`src/source/huff_code_pkg.sv`:
```
// ####################
// Character, code and code-class types
// Code width constants and the escape prefix
// ####################

`default_nettype none

package huff_code_pkg;

    localparam int ASCII_W = 7;                 // 7-bit ASCII
    localparam int CODE_W  = 10;                // Widest code, escape case
    localparam int LEN_W   = 4;                 // Holds lengths 0 to 10
    localparam int ESC_W   = 3;                 // Escape prefix width

    // Escape codes are this prefix followed by the raw character
    localparam logic [ESC_W-1:0] ESC_PREFIX = 3'b111;

    typedef logic [ASCII_W-1:0] ascii_t;        // One input character

    // Code class, one per length group of the table
    typedef enum logic [1:0] {
        CLS_SHORT3 = 2'd0,                      // Space and e
        CLS_MID4   = 2'd1,                      // t a o i n s r h
        CLS_LONG5  = 2'd2,                      // l d c u
        CLS_ESCAPE = 2'd3                       // Everything else
    } code_class_e;

    // Coder result, 16 bits in total
    typedef struct packed {
        logic [CODE_W-1:0] bits;                // Right-aligned, upper bits zero
        logic [LEN_W-1:0]  len;                 // Number of valid code bits
        code_class_e       cls;                 // Group the code came from
    } huff_code_t;

endpackage

`default_nettype wire

```
`src/source/tt_pins_pkg.sv`:
```
// ####################
// Named fields for the dedicated and bidirectional pins
// ####################

`default_nettype none

package tt_pins_pkg;

    localparam int PIN_W = 8;                   // Width of every pin bank

    // Dedicated inputs ui_in
    typedef struct packed {
        logic       load;                       // Bit 7, rising edge starts a character
        logic [6:0] ascii;                      // Bits 6..0, character to code
    } pin_in_t;

    // Bidirectional outputs uio_out
    typedef struct packed {
        logic       spare;                      // Bit 7, tied low
        logic [3:0] len;                        // Bits 6..3, code length
        logic       valid;                      // Bit 2, valid_out strobe
        logic [1:0] code_hi;                    // Bits 1..0, code bits 9..8
    } uio_out_t;

endpackage

`default_nettype wire

```
`src/source/input_manager.sv`:
```
// ####################
// Input manager: load edge detect, capture, case fold
// ####################

`default_nettype none

module input_manager
    import huff_code_pkg::*;
#(
    parameter bit FOLD_CASE = 1'b1              // Fold A-Z onto a-z
) (
    input  wire         clk,
    input  wire         arst_n,
    input  wire ascii_t ascii,                  // Raw character from the pins
    input  wire         load,                   // Level, rising edge counts
    output ascii_t      ascii_data,             // Captured character
    output logic        valid                   // One-cycle strobe after capture
);

    // Load edge tracking
    typedef enum logic {
        IM_IDLE = 1'b0,                         // Waiting for load high
        IM_HELD = 1'b1                          // Load seen high, wait for low
    } im_state_e;

    localparam ascii_t UPPER_A  = 7'h41;        // 'A'
    localparam ascii_t UPPER_Z  = 7'h5A;        // 'Z'
    localparam ascii_t CASE_BIT = 7'h20;        // Upper to lower offset

    im_state_e state;
    logic      is_upper;
    logic      capture;
    ascii_t    folded;

    always_comb begin
        is_upper = (ascii >= UPPER_A) && (ascii <= UPPER_Z);
        folded   = (FOLD_CASE && is_upper) ? (ascii | CASE_BIT) : ascii;
    end

    assign capture = (state == IM_IDLE) && load;    // Rising edge of load

    always_ff @(posedge clk or negedge arst_n) begin
        if (!arst_n) begin
            state <= IM_IDLE;
            valid <= 1'b0;
        end else begin
            valid <= capture;                   // High for the cycle after capture
            case (state)
                IM_IDLE: begin
                    if (load) begin
                        state <= IM_HELD;
                    end
                end
                IM_HELD: begin
                    if (!load) begin            // Released, re-arm
                        state <= IM_IDLE;
                    end
                end
                default: state <= IM_IDLE;
            endcase
        end
    end

    // Character register, only loaded on the edge
    always_ff @(posedge clk) begin
        if (capture) begin
            ascii_data <= folded;
        end
    end

endmodule

`default_nettype wire

```
`src/source/huffman_table.sv`:
```
// ####################
// Fixed Huffman code table, character to code
// ####################

`default_nettype none

module huffman_table
    import huff_code_pkg::*;
(
    input  wire ascii_t ascii,                  // Folded character
    output huff_code_t  code                    // Code, length and class
);

    // Complete prefix-free table
    //   000 / 001 for the two commonest, 0100..1011 next eight,
    //   11000..11011 next four, 111 + 7 raw bits for the rest
    always_comb begin
        code = '0;
        case (ascii)
            7'h20: begin                        // Space
                code.bits = 10'b00_0000_0000;
                code.len  = 4'd3;
                code.cls  = CLS_SHORT3;
            end
            7'h65: begin                        // e
                code.bits = 10'b00_0000_0001;
                code.len  = 4'd3;
                code.cls  = CLS_SHORT3;
            end
            7'h74: begin                        // t
                code.bits = 10'b00_0000_0100;
                code.len  = 4'd4;
                code.cls  = CLS_MID4;
            end
            7'h61: begin                        // a
                code.bits = 10'b00_0000_0101;
                code.len  = 4'd4;
                code.cls  = CLS_MID4;
            end
            7'h6F: begin                        // o
                code.bits = 10'b00_0000_0110;
                code.len  = 4'd4;
                code.cls  = CLS_MID4;
            end
            7'h69: begin                        // i
                code.bits = 10'b00_0000_0111;
                code.len  = 4'd4;
                code.cls  = CLS_MID4;
            end
            7'h6E: begin                        // n
                code.bits = 10'b00_0000_1000;
                code.len  = 4'd4;
                code.cls  = CLS_MID4;
            end
            7'h73: begin                        // s
                code.bits = 10'b00_0000_1001;
                code.len  = 4'd4;
                code.cls  = CLS_MID4;
            end
            7'h72: begin                        // r
                code.bits = 10'b00_0000_1010;
                code.len  = 4'd4;
                code.cls  = CLS_MID4;
            end
            7'h68: begin                        // h
                code.bits = 10'b00_0000_1011;
                code.len  = 4'd4;
                code.cls  = CLS_MID4;
            end
            7'h6C: begin                        // l
                code.bits = 10'b00_0001_1000;
                code.len  = 4'd5;
                code.cls  = CLS_LONG5;
            end
            7'h64: begin                        // d
                code.bits = 10'b00_0001_1001;
                code.len  = 4'd5;
                code.cls  = CLS_LONG5;
            end
            7'h63: begin                        // c
                code.bits = 10'b00_0001_1010;
                code.len  = 4'd5;
                code.cls  = CLS_LONG5;
            end
            7'h75: begin                        // u
                code.bits = 10'b00_0001_1011;
                code.len  = 4'd5;
                code.cls  = CLS_LONG5;
            end
            default: begin                      // Escape, prefix then raw char
                code.bits = {ESC_PREFIX, ascii};
                code.len  = LEN_W'(CODE_W);
                code.cls  = CLS_ESCAPE;
            end
        endcase
    end

endmodule

`default_nettype wire

```
`src/source/huffman_coder.sv`:
```
// ####################
// Registered coder stage around the code table
// ####################

`default_nettype none

module huffman_coder
    import huff_code_pkg::*;
(
    input  wire         clk,
    input  wire         arst_n,
    input  wire ascii_t ascii_data,             // Character from input manager
    input  wire         valid,                  // Capture strobe
    output huff_code_t  code,                   // Held until next character
    output logic        valid_out               // One-cycle result strobe
);

    huff_code_t table_code;                     // Combinational lookup result

    // Lookup is purely combinational, the register below adds the one cycle
    huffman_table i_table (
        .ascii (ascii_data),
        .code  (table_code)
    );

    // valid_out copies valid one cycle later, so a single-cycle valid
    // always gives a single-cycle valid_out
    always_ff @(posedge clk or negedge arst_n) begin
        if (!arst_n) begin
            valid_out <= 1'b0;
        end else begin
            valid_out <= valid;
        end
    end

    // Outputs are visible on the pins, so they come up zero
    always_ff @(posedge clk or negedge arst_n) begin
        if (!arst_n) begin
            code <= '0;                         // bits, len zero, class short3
        end else if (valid) begin
            code <= table_code;                 // Latch new code
        end
    end

endmodule

`default_nettype wire

```
`src/source/tt_um_huffman_coder.sv`:
```
// ####################
// Top level: pin decode, input manager and coder
// ####################

`default_nettype none

module tt_um_huffman_coder
    import huff_code_pkg::*, tt_pins_pkg::*;
(
    input  wire  [PIN_W-1:0] ui_in,             // load and character
    output logic [PIN_W-1:0] uo_out,            // Code bits 7..0
    input  wire  [PIN_W-1:0] uio_in,            // Not used, bank is all outputs
    output logic [PIN_W-1:0] uio_out,           // Code high bits, strobe, length
    output logic [PIN_W-1:0] uio_oe,            // Output enables
    input  wire              ena,               // Always high when powered
    input  wire              clk,
    input  wire              arst_n
);

    localparam bit FOLD_CASE_EN = 1'b1;         // Capitals share lower-case codes

    pin_in_t    pins;                           // Named view of ui_in
    uio_out_t   uio_fields;                     // Named view of uio_out
    ascii_t     ascii_data;
    logic       valid;
    huff_code_t code;
    logic       valid_out;

    assign pins = pin_in_t'(ui_in);

    input_manager #(
        .FOLD_CASE (FOLD_CASE_EN)
    ) i_input_manager (
        .clk        (clk),
        .arst_n     (arst_n),
        .ascii      (pins.ascii),
        .load       (pins.load),
        .ascii_data (ascii_data),
        .valid      (valid)
    );

    huffman_coder i_huffman_coder (
        .clk        (clk),
        .arst_n     (arst_n),
        .ascii_data (ascii_data),
        .valid      (valid),
        .code       (code),
        .valid_out  (valid_out)
    );

    always_comb begin
        uio_fields.spare   = 1'b0;
        uio_fields.len     = code.len;
        uio_fields.valid   = valid_out;
        uio_fields.code_hi = code.bits[CODE_W-1:8];
    end

    assign uo_out  = code.bits[7:0];            // Low byte of the code
    assign uio_out = uio_fields;
    assign uio_oe  = '1;                        // Whole bank driven

endmodule

`default_nettype wire

```
`config.mk`:
```
export PLATFORM = sky130hd
export DESIGN_NAME = tt_um_huffman_coder
export DESIGN_NICKNAME = d
export VERILOG_FILES = /design/src/source/huff_code_pkg.sv /design/src/source/tt_pins_pkg.sv /design/src/source/input_manager.sv /design/src/source/huffman_table.sv /design/src/source/huffman_coder.sv /design/src/source/tt_um_huffman_coder.sv
export SDC_FILE = /design/constraint.sdc
export NUM_CORES = 1
export LEC_CHECK = 0
export BUFFER_PORTS_ARGS = -buffer_cell sky130_fd_sc_hd__buf_4
export CORE_UTILIZATION = 35
export CTS_CLUSTER_SIZE = 14
export DETAILED_ROUTE_END_ITERATION = 8
export PLACE_DENSITY = 0.58
export SLEW_MARGIN = 5
export SYNTH_ARGS = -nofsm -noshare
export SYNTH_HDL_FRONTEND = slang
export SYNTH_SLANG_ARGS = --single-unit
export TNS_END_PERCENT = 50
```
`constraint.sdc`:
```
create_clock -name clk -period 3.4 [get_ports clk]
set_input_delay 0.17 -clock clk [delete_from_list [all_inputs] [get_ports clk]]
set_output_delay 0.17 -clock clk [all_outputs]
set_load 0.05 [all_outputs]
```
Yosys cells after proc, flatten, opt, wreduce, memory -nomap -nowiden
Cells that the tools add are included.
{"block": "totals", "regBits": 24, "in_bits": 19, "out_inout_bits": 24, "wordCells": 28}
{"block": "op_classes", "magnitude_cmp": 2, "n_eq_ne": 14, "muxes": 2, "bitwise_logic": 1, "n_reduce_logical": 2}
{"cell": "16-bit one-hot mux with 14 select lines", "count": 1}
{"cell": "7-bit equality test, second input constant", "count": 13}
{"cell": "7-bit by 6-bit equality test with 1-bit output, second input constant", "count": 1}
{"cell": "7-bit greater-or-equal comparator, second input constant", "count": 1}
{"cell": "7-bit less-or-equal comparator, second input constant", "count": 1}
{"cell": "1-bit logical AND", "count": 2}
{"cell": "1-bit 2-to-1 mux", "count": 1}
{"cell": "1-bit NOT", "count": 1}

Logic depth before layout (Yosys ltp)
Gate-level depths: netlist of the first run.
{"block": "logic_depth", "ltp_word": 2, "ltp_mapped": 6, "ltp_nobuf": 5}

Cells and area by module
From an unflattened synthesis of the first run, not the netlist that was laid out.
{"block": "hier_totals", "hier_cells": 131, "hier_area_um2": 1512.7}
{"module": "huffman_coder", "n_inst": 1, "cells_per_inst": 35, "area_per_inst_um2": 674.4, "seq_area_each_um2": 425.4}
{"module": "huffman_table", "n_inst": 1, "cells_per_inst": 68, "area_per_inst_um2": 456.7, "seq_area_each_um2": 0.0}
{"module": "input_manager", "n_inst": 1, "cells_per_inst": 16, "area_per_inst_um2": 299.0, "seq_area_each_um2": 260.2}
{"module": "tt_um_huffman_coder", "n_inst": 1, "cells_per_inst": 12, "area_per_inst_um2": 82.6, "seq_area_each_um2": 0.0}

Worst setup path after synthesis of the first run
Ideal clock, no wire load.
{"block": "synth_timing", "path_type": "register to register", "startpoint": "register i_input_manager.ascii_data[3]", "endpoint": "register i_huffman_coder.code[8] (netlist name)", "setup_ns": 0.126, "arrival_time_ns": 1.584, "required_ns": 3.274, "slack_ns": 1.690, "path_stages_with_launch": 7, "synth_period_minus_slack_ns": 1.710, "cell_sequence": "edfxtp_1 -> buf_6 -> nor4b_4 -> a21oi_1 -> a211oi_2 -> nor3_2 -> a311o_1"}
{"block": "synth_between", "elab_chain_cells": 2}
{"item": "start: declaration", "line_no": "input_manager.sv:16", "source": "output ascii_t ascii_data,"}
{"item": "start signal: assignment", "line_no": "input_manager.sv:67", "source": "ascii_data <= folded;"}
{"item": "7-bit equality test or 7-bit by 6-bit equality test with 1-bit output (tied branches)", "line_no": "huffman_table.sv:19", "source": "case (ascii)"}
{"item": "16-bit one-hot mux with 14 select lines (*)", "line_no": "huffman_table.sv:19"}
Every way passes the cells marked *; elsewhere a longest branch is shown, timed or not.
A chain may end at the register's enable or synchronous reset.

Worst setup path in the final report of the first run
{"block": "layout_timing", "startpoint": "register i_input_manager.ascii_data[3]", "endpoint": "register i_huffman_coder.code[8] (netlist name)"}
{"block": "layout_between", "elab_chain_cells": 2}
{"item": "7-bit equality test or 7-bit by 6-bit equality test with 1-bit output (tied branches)", "line_no": "huffman_table.sv:19"}
{"item": "16-bit one-hot mux with 14 select lines (*)", "line_no": "huffman_table.sv:19"}
Marks and branches as above.

==> results of run 1 <==
[cell usage after synthesis (2+ instances only)]
master	number
nand4_1	2
nor2_1	9
edfxtp_1	7
o221ai_1	2
buf_4	13
buf_2	3
o22ai_1	2
inv_1	5
mux2_2	2
conb_1	2
and3_1	2
dfrtp_1	14
a31o_2	3
a311o_1	2
clkbuf_1	3
nand2b_1	3
nor2b_1	7
nand2_1	4
a22oi_1	2
o21ai_0	3
a21oi_1	9
[where the power goes]
group | internal, W | total (W) | switching, W | leakage, nW
registers | 0.000284 | 0.000306 | 0.0000222 | 0.231
clock network | 0.0000450 | 0.000126 | 0.0000811 | 0.0139
logic | 0.0000612 | 0.000196 | 0.000134 | 0.324
total | 0.000390 | 0.000628 | 0.000238 | 0.570
[logic make-up after synthesis]
kind of cell,count (synthesis)
AO/OA/AOI/OAI,32
adder cells (fa/ha/maj),1
buffers and inverters,25
flip-flops,21
multiplexers,2
other,2
AND/OR/NAND/NOR,35
[final cells by class]
type	count	area, sq um	area share
flip-flops and latches	21	561	0.407
well taps	44	55.1	0.0399
multi-input cells	79	514	0.373
repair buffers	26	200	0.145
inverters	5	18.8	0.0136
clock inverters	1	7.51	0.00544
clock buffers	3	22.5	0.0163
[flip-flops by register name, indices dropped and copies added (netlist names)]
| signal | cells |
|---|---|
| i_input_manager.state | 1 |
| i_input_manager.ascii_data | 7 |
| i_input_manager.valid | 1 |
| i_huffman_coder.valid_out | 1 |
| i_huffman_coder.code | 11 |
[cell usage in the layout, fill, tap and decap left out, drive strengths merged, types with 3 or more instances in the layout]
cell type,synthesis,layout
inv,5,5
nand2b,3,3
nand2,4,4
o21ai,3,3
conb,2,9
buf,17,24
edfxtp,7,7
a31o,3,3
a21oi,9,9
clkbuf,3,3
dfrtp,14,14
nor2,9,9
nor2b,7,7
[per-stage QoR]
step	area (sq um)	hold WS, ns	total power (W)	worst slack (ns)	util
after floorplan	1230	-0.126	0.000465	1.69	-
after global placement	1330	0.0250	0.000505	1.34	0.421
after detailed placement	1330	0.0284	0.000507	1.35	0.421
after CTS	1380	0.0240	0.000633	1.29	0.437
after global routing	1380	0.0210	0.000657	1.13	0.437
final	1380	0.0275	0.000628	1.30	0.437
[routing by layer]
layer / routed length, um / up-vias / track usage
met5: 0 / - / 0
met3: 106 / 7 / 0.0405
met2: 1010 / 28 / 0.206
li1: - / 438 / -
met1: 1020 / 414 / 0.183
met4: 36 / 0 / 0.0487
[final timing paths]
kind / startpoint / to / slack (ns) / depth (start not counted)
worst max-delay path: i_input_manager.ascii_data[3] / i_huffman_coder.code[8] / 1.30 / 5
worst min-delay path: ui_in[6] / i_input_manager.ascii_data[6] / 0.03 / 1
worst max register to register: i_input_manager.ascii_data[3] / i_huffman_coder.code[8] / 1.30 / 5
worst min register to register: i_huffman_coder.code[3] / i_huffman_coder.code[3] / 0.53 / 1
max in group asynchronous: arst_n / i_huffman_coder.code[7] / 3.00 / 2
min in group asynchronous: arst_n / i_huffman_coder.code[12] / 0.23 / 2
[repair_timing]
item | CTS | global route
setup endpoints to repair | 0 | 0
setup buffers | 0 | 0
hold buffers | 2 | 0
endpoints found under the hold margin | 15 | 0
==> out/metrics.cfg, run 1 <==
[status]
status=complete, no violations

[clock_network]
cts_tree=built
cts_buffer_depth=2
cts_resized=0
clkTransAtPathRegs_ns=0.13
ctsHtreeMaxLevel=1
cts_made_buffers=3
clock-sinks=21
insertion_delay_ns=0.32
root_buffer=clkbuf_4

[final_layout]
final.fill_count=330
drive_gt1_frac=0.281
area_growth_pct=14.7
final_cell_count_no_fill=179
layout.nets=155
num_antenna_cells=0

[critical_path]
path_cells=nor2b_1 -> a21oi_1 -> o31ai_2 -> nor3_2 -> a311o_1
critPathTopFamily=compound AO/OA/AOI/OAI gates
cp.arrival_ns=2.30
critPathLaunchType=register
cp_max_fo=12
cp-end-kind=register
worstSetupPathType=register to register
required_ns=3.60
cpPeakStageDelay_ns=0.60
slowest_stage=edfxtp_1
critPathBufInv=0

[sta]
tightest_slew_ns=0.718
fin_tns_setup_ns=0
relSlewSlack=0.521
slew_violations=0
max_freq_mhz=476
setup_viol=0
hold_viol=0
fin_crit_sh=0.618
clock_skew_ns=0.0112
layout_min_cycle_time_ns=2.10
rsz0062_at_grt=false

[detailed_routing]
antenna_left=0
dr.first_iter.drc_count=15
detail_route.wirelength_um=2180
vias=887
routedWlPerCell_um=12.2
drc=0
dr.pass1.iters=4
viasPerCell=4.96

[synthesis]
async_flop_share=0.667
synthDistinctLibCells=40
syn_area_sq_mm=0.00120
synth_top_area_cell=dfrtp_1
synth-adder-area-share=0.00832
synthSimpleGateAreaFrac=0.175
ys_top_cells_by_area=dfrtp_1 (29%), edfxtp_1 (17%), buf_4 (8.1%)
synth-xor-area-share=0
synth_compound_area_frac=0.198
ys_ff_latch=21
synth_edf_count=7
seq_area_frac_synth=0.466
syn_area_per_cell_sq_um=10.2
synth_top_family_by_area=compound AO/OA/AOI/OAI gates
yosysWarnings=0
synth_top_area_frac=0.291
synthMuxAreaShare=0.0187
netlist_instances=118
synth_ff_type=dfrtp_1

[floorplan]
start_util=0.381
ios=43
die_w_um=60.6
core_sq_mm=0.00315
die_y_um=60.6
die_area_sq_mm=0.00367
std_cell_rows=20

[placed_design]
dp_hpwl_um=1570
port_buffers=24
routabilityCongestion=0.858
dp_cells=173

[grt]
grt_overflow=0
grt_usage=0.135
grt_first_pass_wirelength_um=3640
grt_max_degree=25
antenna_found_initial=0
grt_pass1_vias=797

[hold_path]
hold_class=input pin to register

[pwr]
p_leak_nw=0.570
vdd_drop_max_v=0.000266
p_per_area_mw_per_mm2=456

[flow_run]
maxCapViolCount=0

Power figures use the tool's default switching activity.
==> run 2, diff against run 1 <==
clock period = 2.2 ns   (was 3.4 ns; I/O delays follow)
==> run 2 against run 1 <==
  * Combinational power increased by 62%
  * First-iteration DRC count decreased by 6.7%
  * Setup slack got worse by 1.0 ns
  * Sequential cell count unchanged
  * Critical path depth increased by 1
  * Die area unchanged
  * Non-clock buffer count increased by 9
==> out/metrics.cfg, run 2 (same netlist as run 1, synthesis figures left out) <==
[placed_design]
dp_cells=176  ; +1.7%
dp_hpwl_um=1650  ; +5.1%
preCtsSetupSlack_ns=0.294  ; -1.05 ns
port_buffers=24  ; unchanged
routabilityCongestion=0.847  ; -1.3%

[clock_network]
ctsHtreeMaxLevel=1  ; unchanged
cts_resized=0  ; unchanged
cts_buffer_depth=2  ; unchanged
cts_made_buffers=3  ; unchanged
root_buffer=clkbuf_4
clkTransAtPathRegs_ns=0.11  ; -0.02 ns
cts_tree=built
clock-sinks=21  ; unchanged
insertion_delay_ns=0.30  ; -0.02 ns

[critical_path]
reg2reg_depth=6  ; +1
cp.arrival_ns=2.10  ; -0.20 ns
required_ns=2.40  ; -1.20 ns
r2r-start=i_input_manager.ascii_data[4]
cp-end-kind=register
r2r_setup_slack_ns=0.29  ; -1.01 ns
critPathLaunchType=register
r2r-end=i_huffman_coder.code[6]
cp_max_fo=7  ; -5
worstSetupPathType=register to register

[hold_path]
hold_class=input pin to register
min-delay-start=ui_in[5]
holdPathStages=2  ; +1
min_to=i_input_manager.ascii_data[5]

[final_layout]
final.fill_count=329  ; -0.30%
largest-register=i_huffman_coder.code
drive_gt1_frac=0.278  ; -0.00370
seqCellArea_sq_um=561  ; unchanged
reg_top3=i_huffman_coder.code x11, i_input_manager.ascii_data x7
final_common_cell=buf_4
area_growth_pct=21.2
final_util=0.462  ; +0.0250
num_antenna_cells=0  ; unchanged
largest_reg_flops=11  ; unchanged
layout.nets=164  ; +5.8%
multi_input_area_sq_um=514  ; unchanged
final_cell_count_no_fill=188  ; +5.0%
final_cell_mix=buf_4 (27), dfrtp_1 (14), nor2_1 (9), a21oi_1 (9), conb_1 (9)

[sta]
relSlewSlack=0.550  ; +0.0290
layout_min_cycle_time_ns=1.91  ; -0.192 ns
slew_violations=0  ; unchanged
max_freq_mhz=524  ; +10%
fin_tns_setup_ns=0  ; unchanged
tightest_slew_ns=0.675  ; -0.0435 ns
fin_crit_sh=0.868  ; +0.250
clock_skew_ns=0.00752  ; -0.00373 ns
hold_viol=0  ; unchanged
finalWorstSetupSlack_ns=0.291  ; -1.01 ns
setup_viol=0  ; unchanged
rsz0062_at_grt=false

[pwr]
totalPowerFinal_w=0.000969  ; +54%
p_leak_nw=0.610  ; +7.1%
p_per_area_mw_per_mm2=665  ; +46%
vdd_drop_max_v=0.000397  ; +49%

[floorplan]
die_w_um=60.6  ; unchanged
core_sq_mm=0.00315  ; unchanged
die_y_um=60.6  ; unchanged
start_util=0.381  ; unchanged
ios=43  ; unchanged
std_cell_rows=20  ; unchanged
die_area_sq_mm=0.00367  ; unchanged

[grt]
grt_max_degree=25  ; unchanged
grt_usage=0.136  ; +0.000510
grt_first_pass_wirelength_um=3730  ; +2.3%
antenna_found_initial=0  ; unchanged
grt_overflow=0  ; unchanged
grt_pass1_vias=872  ; +9.4%

[detailed_routing]
vias=919  ; +3.6%
detail_route.wirelength_um=2200  ; +0.92%
dr.pass1.iters=4  ; unchanged
routedWlPerCell_um=11.7  ; -3.9%
viasPerCell=4.89  ; -1.4%
dr.first_iter.drc_count=14  ; -1
antenna_left=0  ; unchanged
drc=0  ; unchanged

[status]
status=complete, no violations

[flow_run]
maxCapViolCount=0  ; unchanged

run 2: stage by stage:
stage               hold WS, ns  area (sq um)
floorplan                -0.186          1230
global placement        -0.0338          1350
detailed placement      -0.0311          1350
CTS                     0.00267          1450
global route             0.0725          1460
finish                   0.0671          1460
run 2: power by group:
part	total [W]	switching (W)	internal (W)	leakage [nW]
registers	0.000470	0.0000306	0.000439	0.231
clock network	0.000181	0.000111	0.0000706	0.0150
logic	0.000318	0.000214	0.000104	0.364
total	0.000969	0.000355	0.000614	0.610
run 2: worst max-delay path, cell delays in order (launching register included):
cell      delay (ns)
edfxtp_1        0.45
buf_4           0.19
nor2_1          0.23
a221oi_1        0.14
a211oi_2        0.31
nor3_2          0.12
a311o_1         0.37
run 2: how the worst max path moves through the flow:
stage,startpoint,endpoint,slack (ns)
global route,i_input_manager.ascii_data[3],i_huffman_coder.code[6],0.13
detailed placement,i_input_manager.ascii_data[4],i_huffman_coder.code[8],0.29
CTS,i_input_manager.ascii_data[4],i_huffman_coder.code[6],0.29
global placement,i_input_manager.ascii_data[4],i_huffman_coder.code[6],0.28
floorplan,i_input_manager.ascii_data[3],i_huffman_coder.code[8],0.49
finish,i_input_manager.ascii_data[4],i_huffman_coder.code[6],0.29
run 2: repair_timing:
item	CTS	global route
setup endpoints to repair	0	0
buffers inserted	0	0
endpoints found under the hold margin	20	1
hold buffers	7	1
run 2: final cells by class:
type,count,area share
well taps,44,0.0378
flip-flops and latches,21,0.385
clock buffers,4,0.0180
inverters,5,0.0129
multi-input cells,79,0.353
repair buffers,35,0.194
run 2: per-layer routing:
metal | GRT usage | routed length (um) | vias up
met5 | 0 | 0 | -
met4 | 0.0357 | 16 | 0
met3 | 0.0405 | 106 | 4
met2 | 0.228 | 1090 | 32
met1 | 0.171 | 989 | 424
li1 | - | - | 459
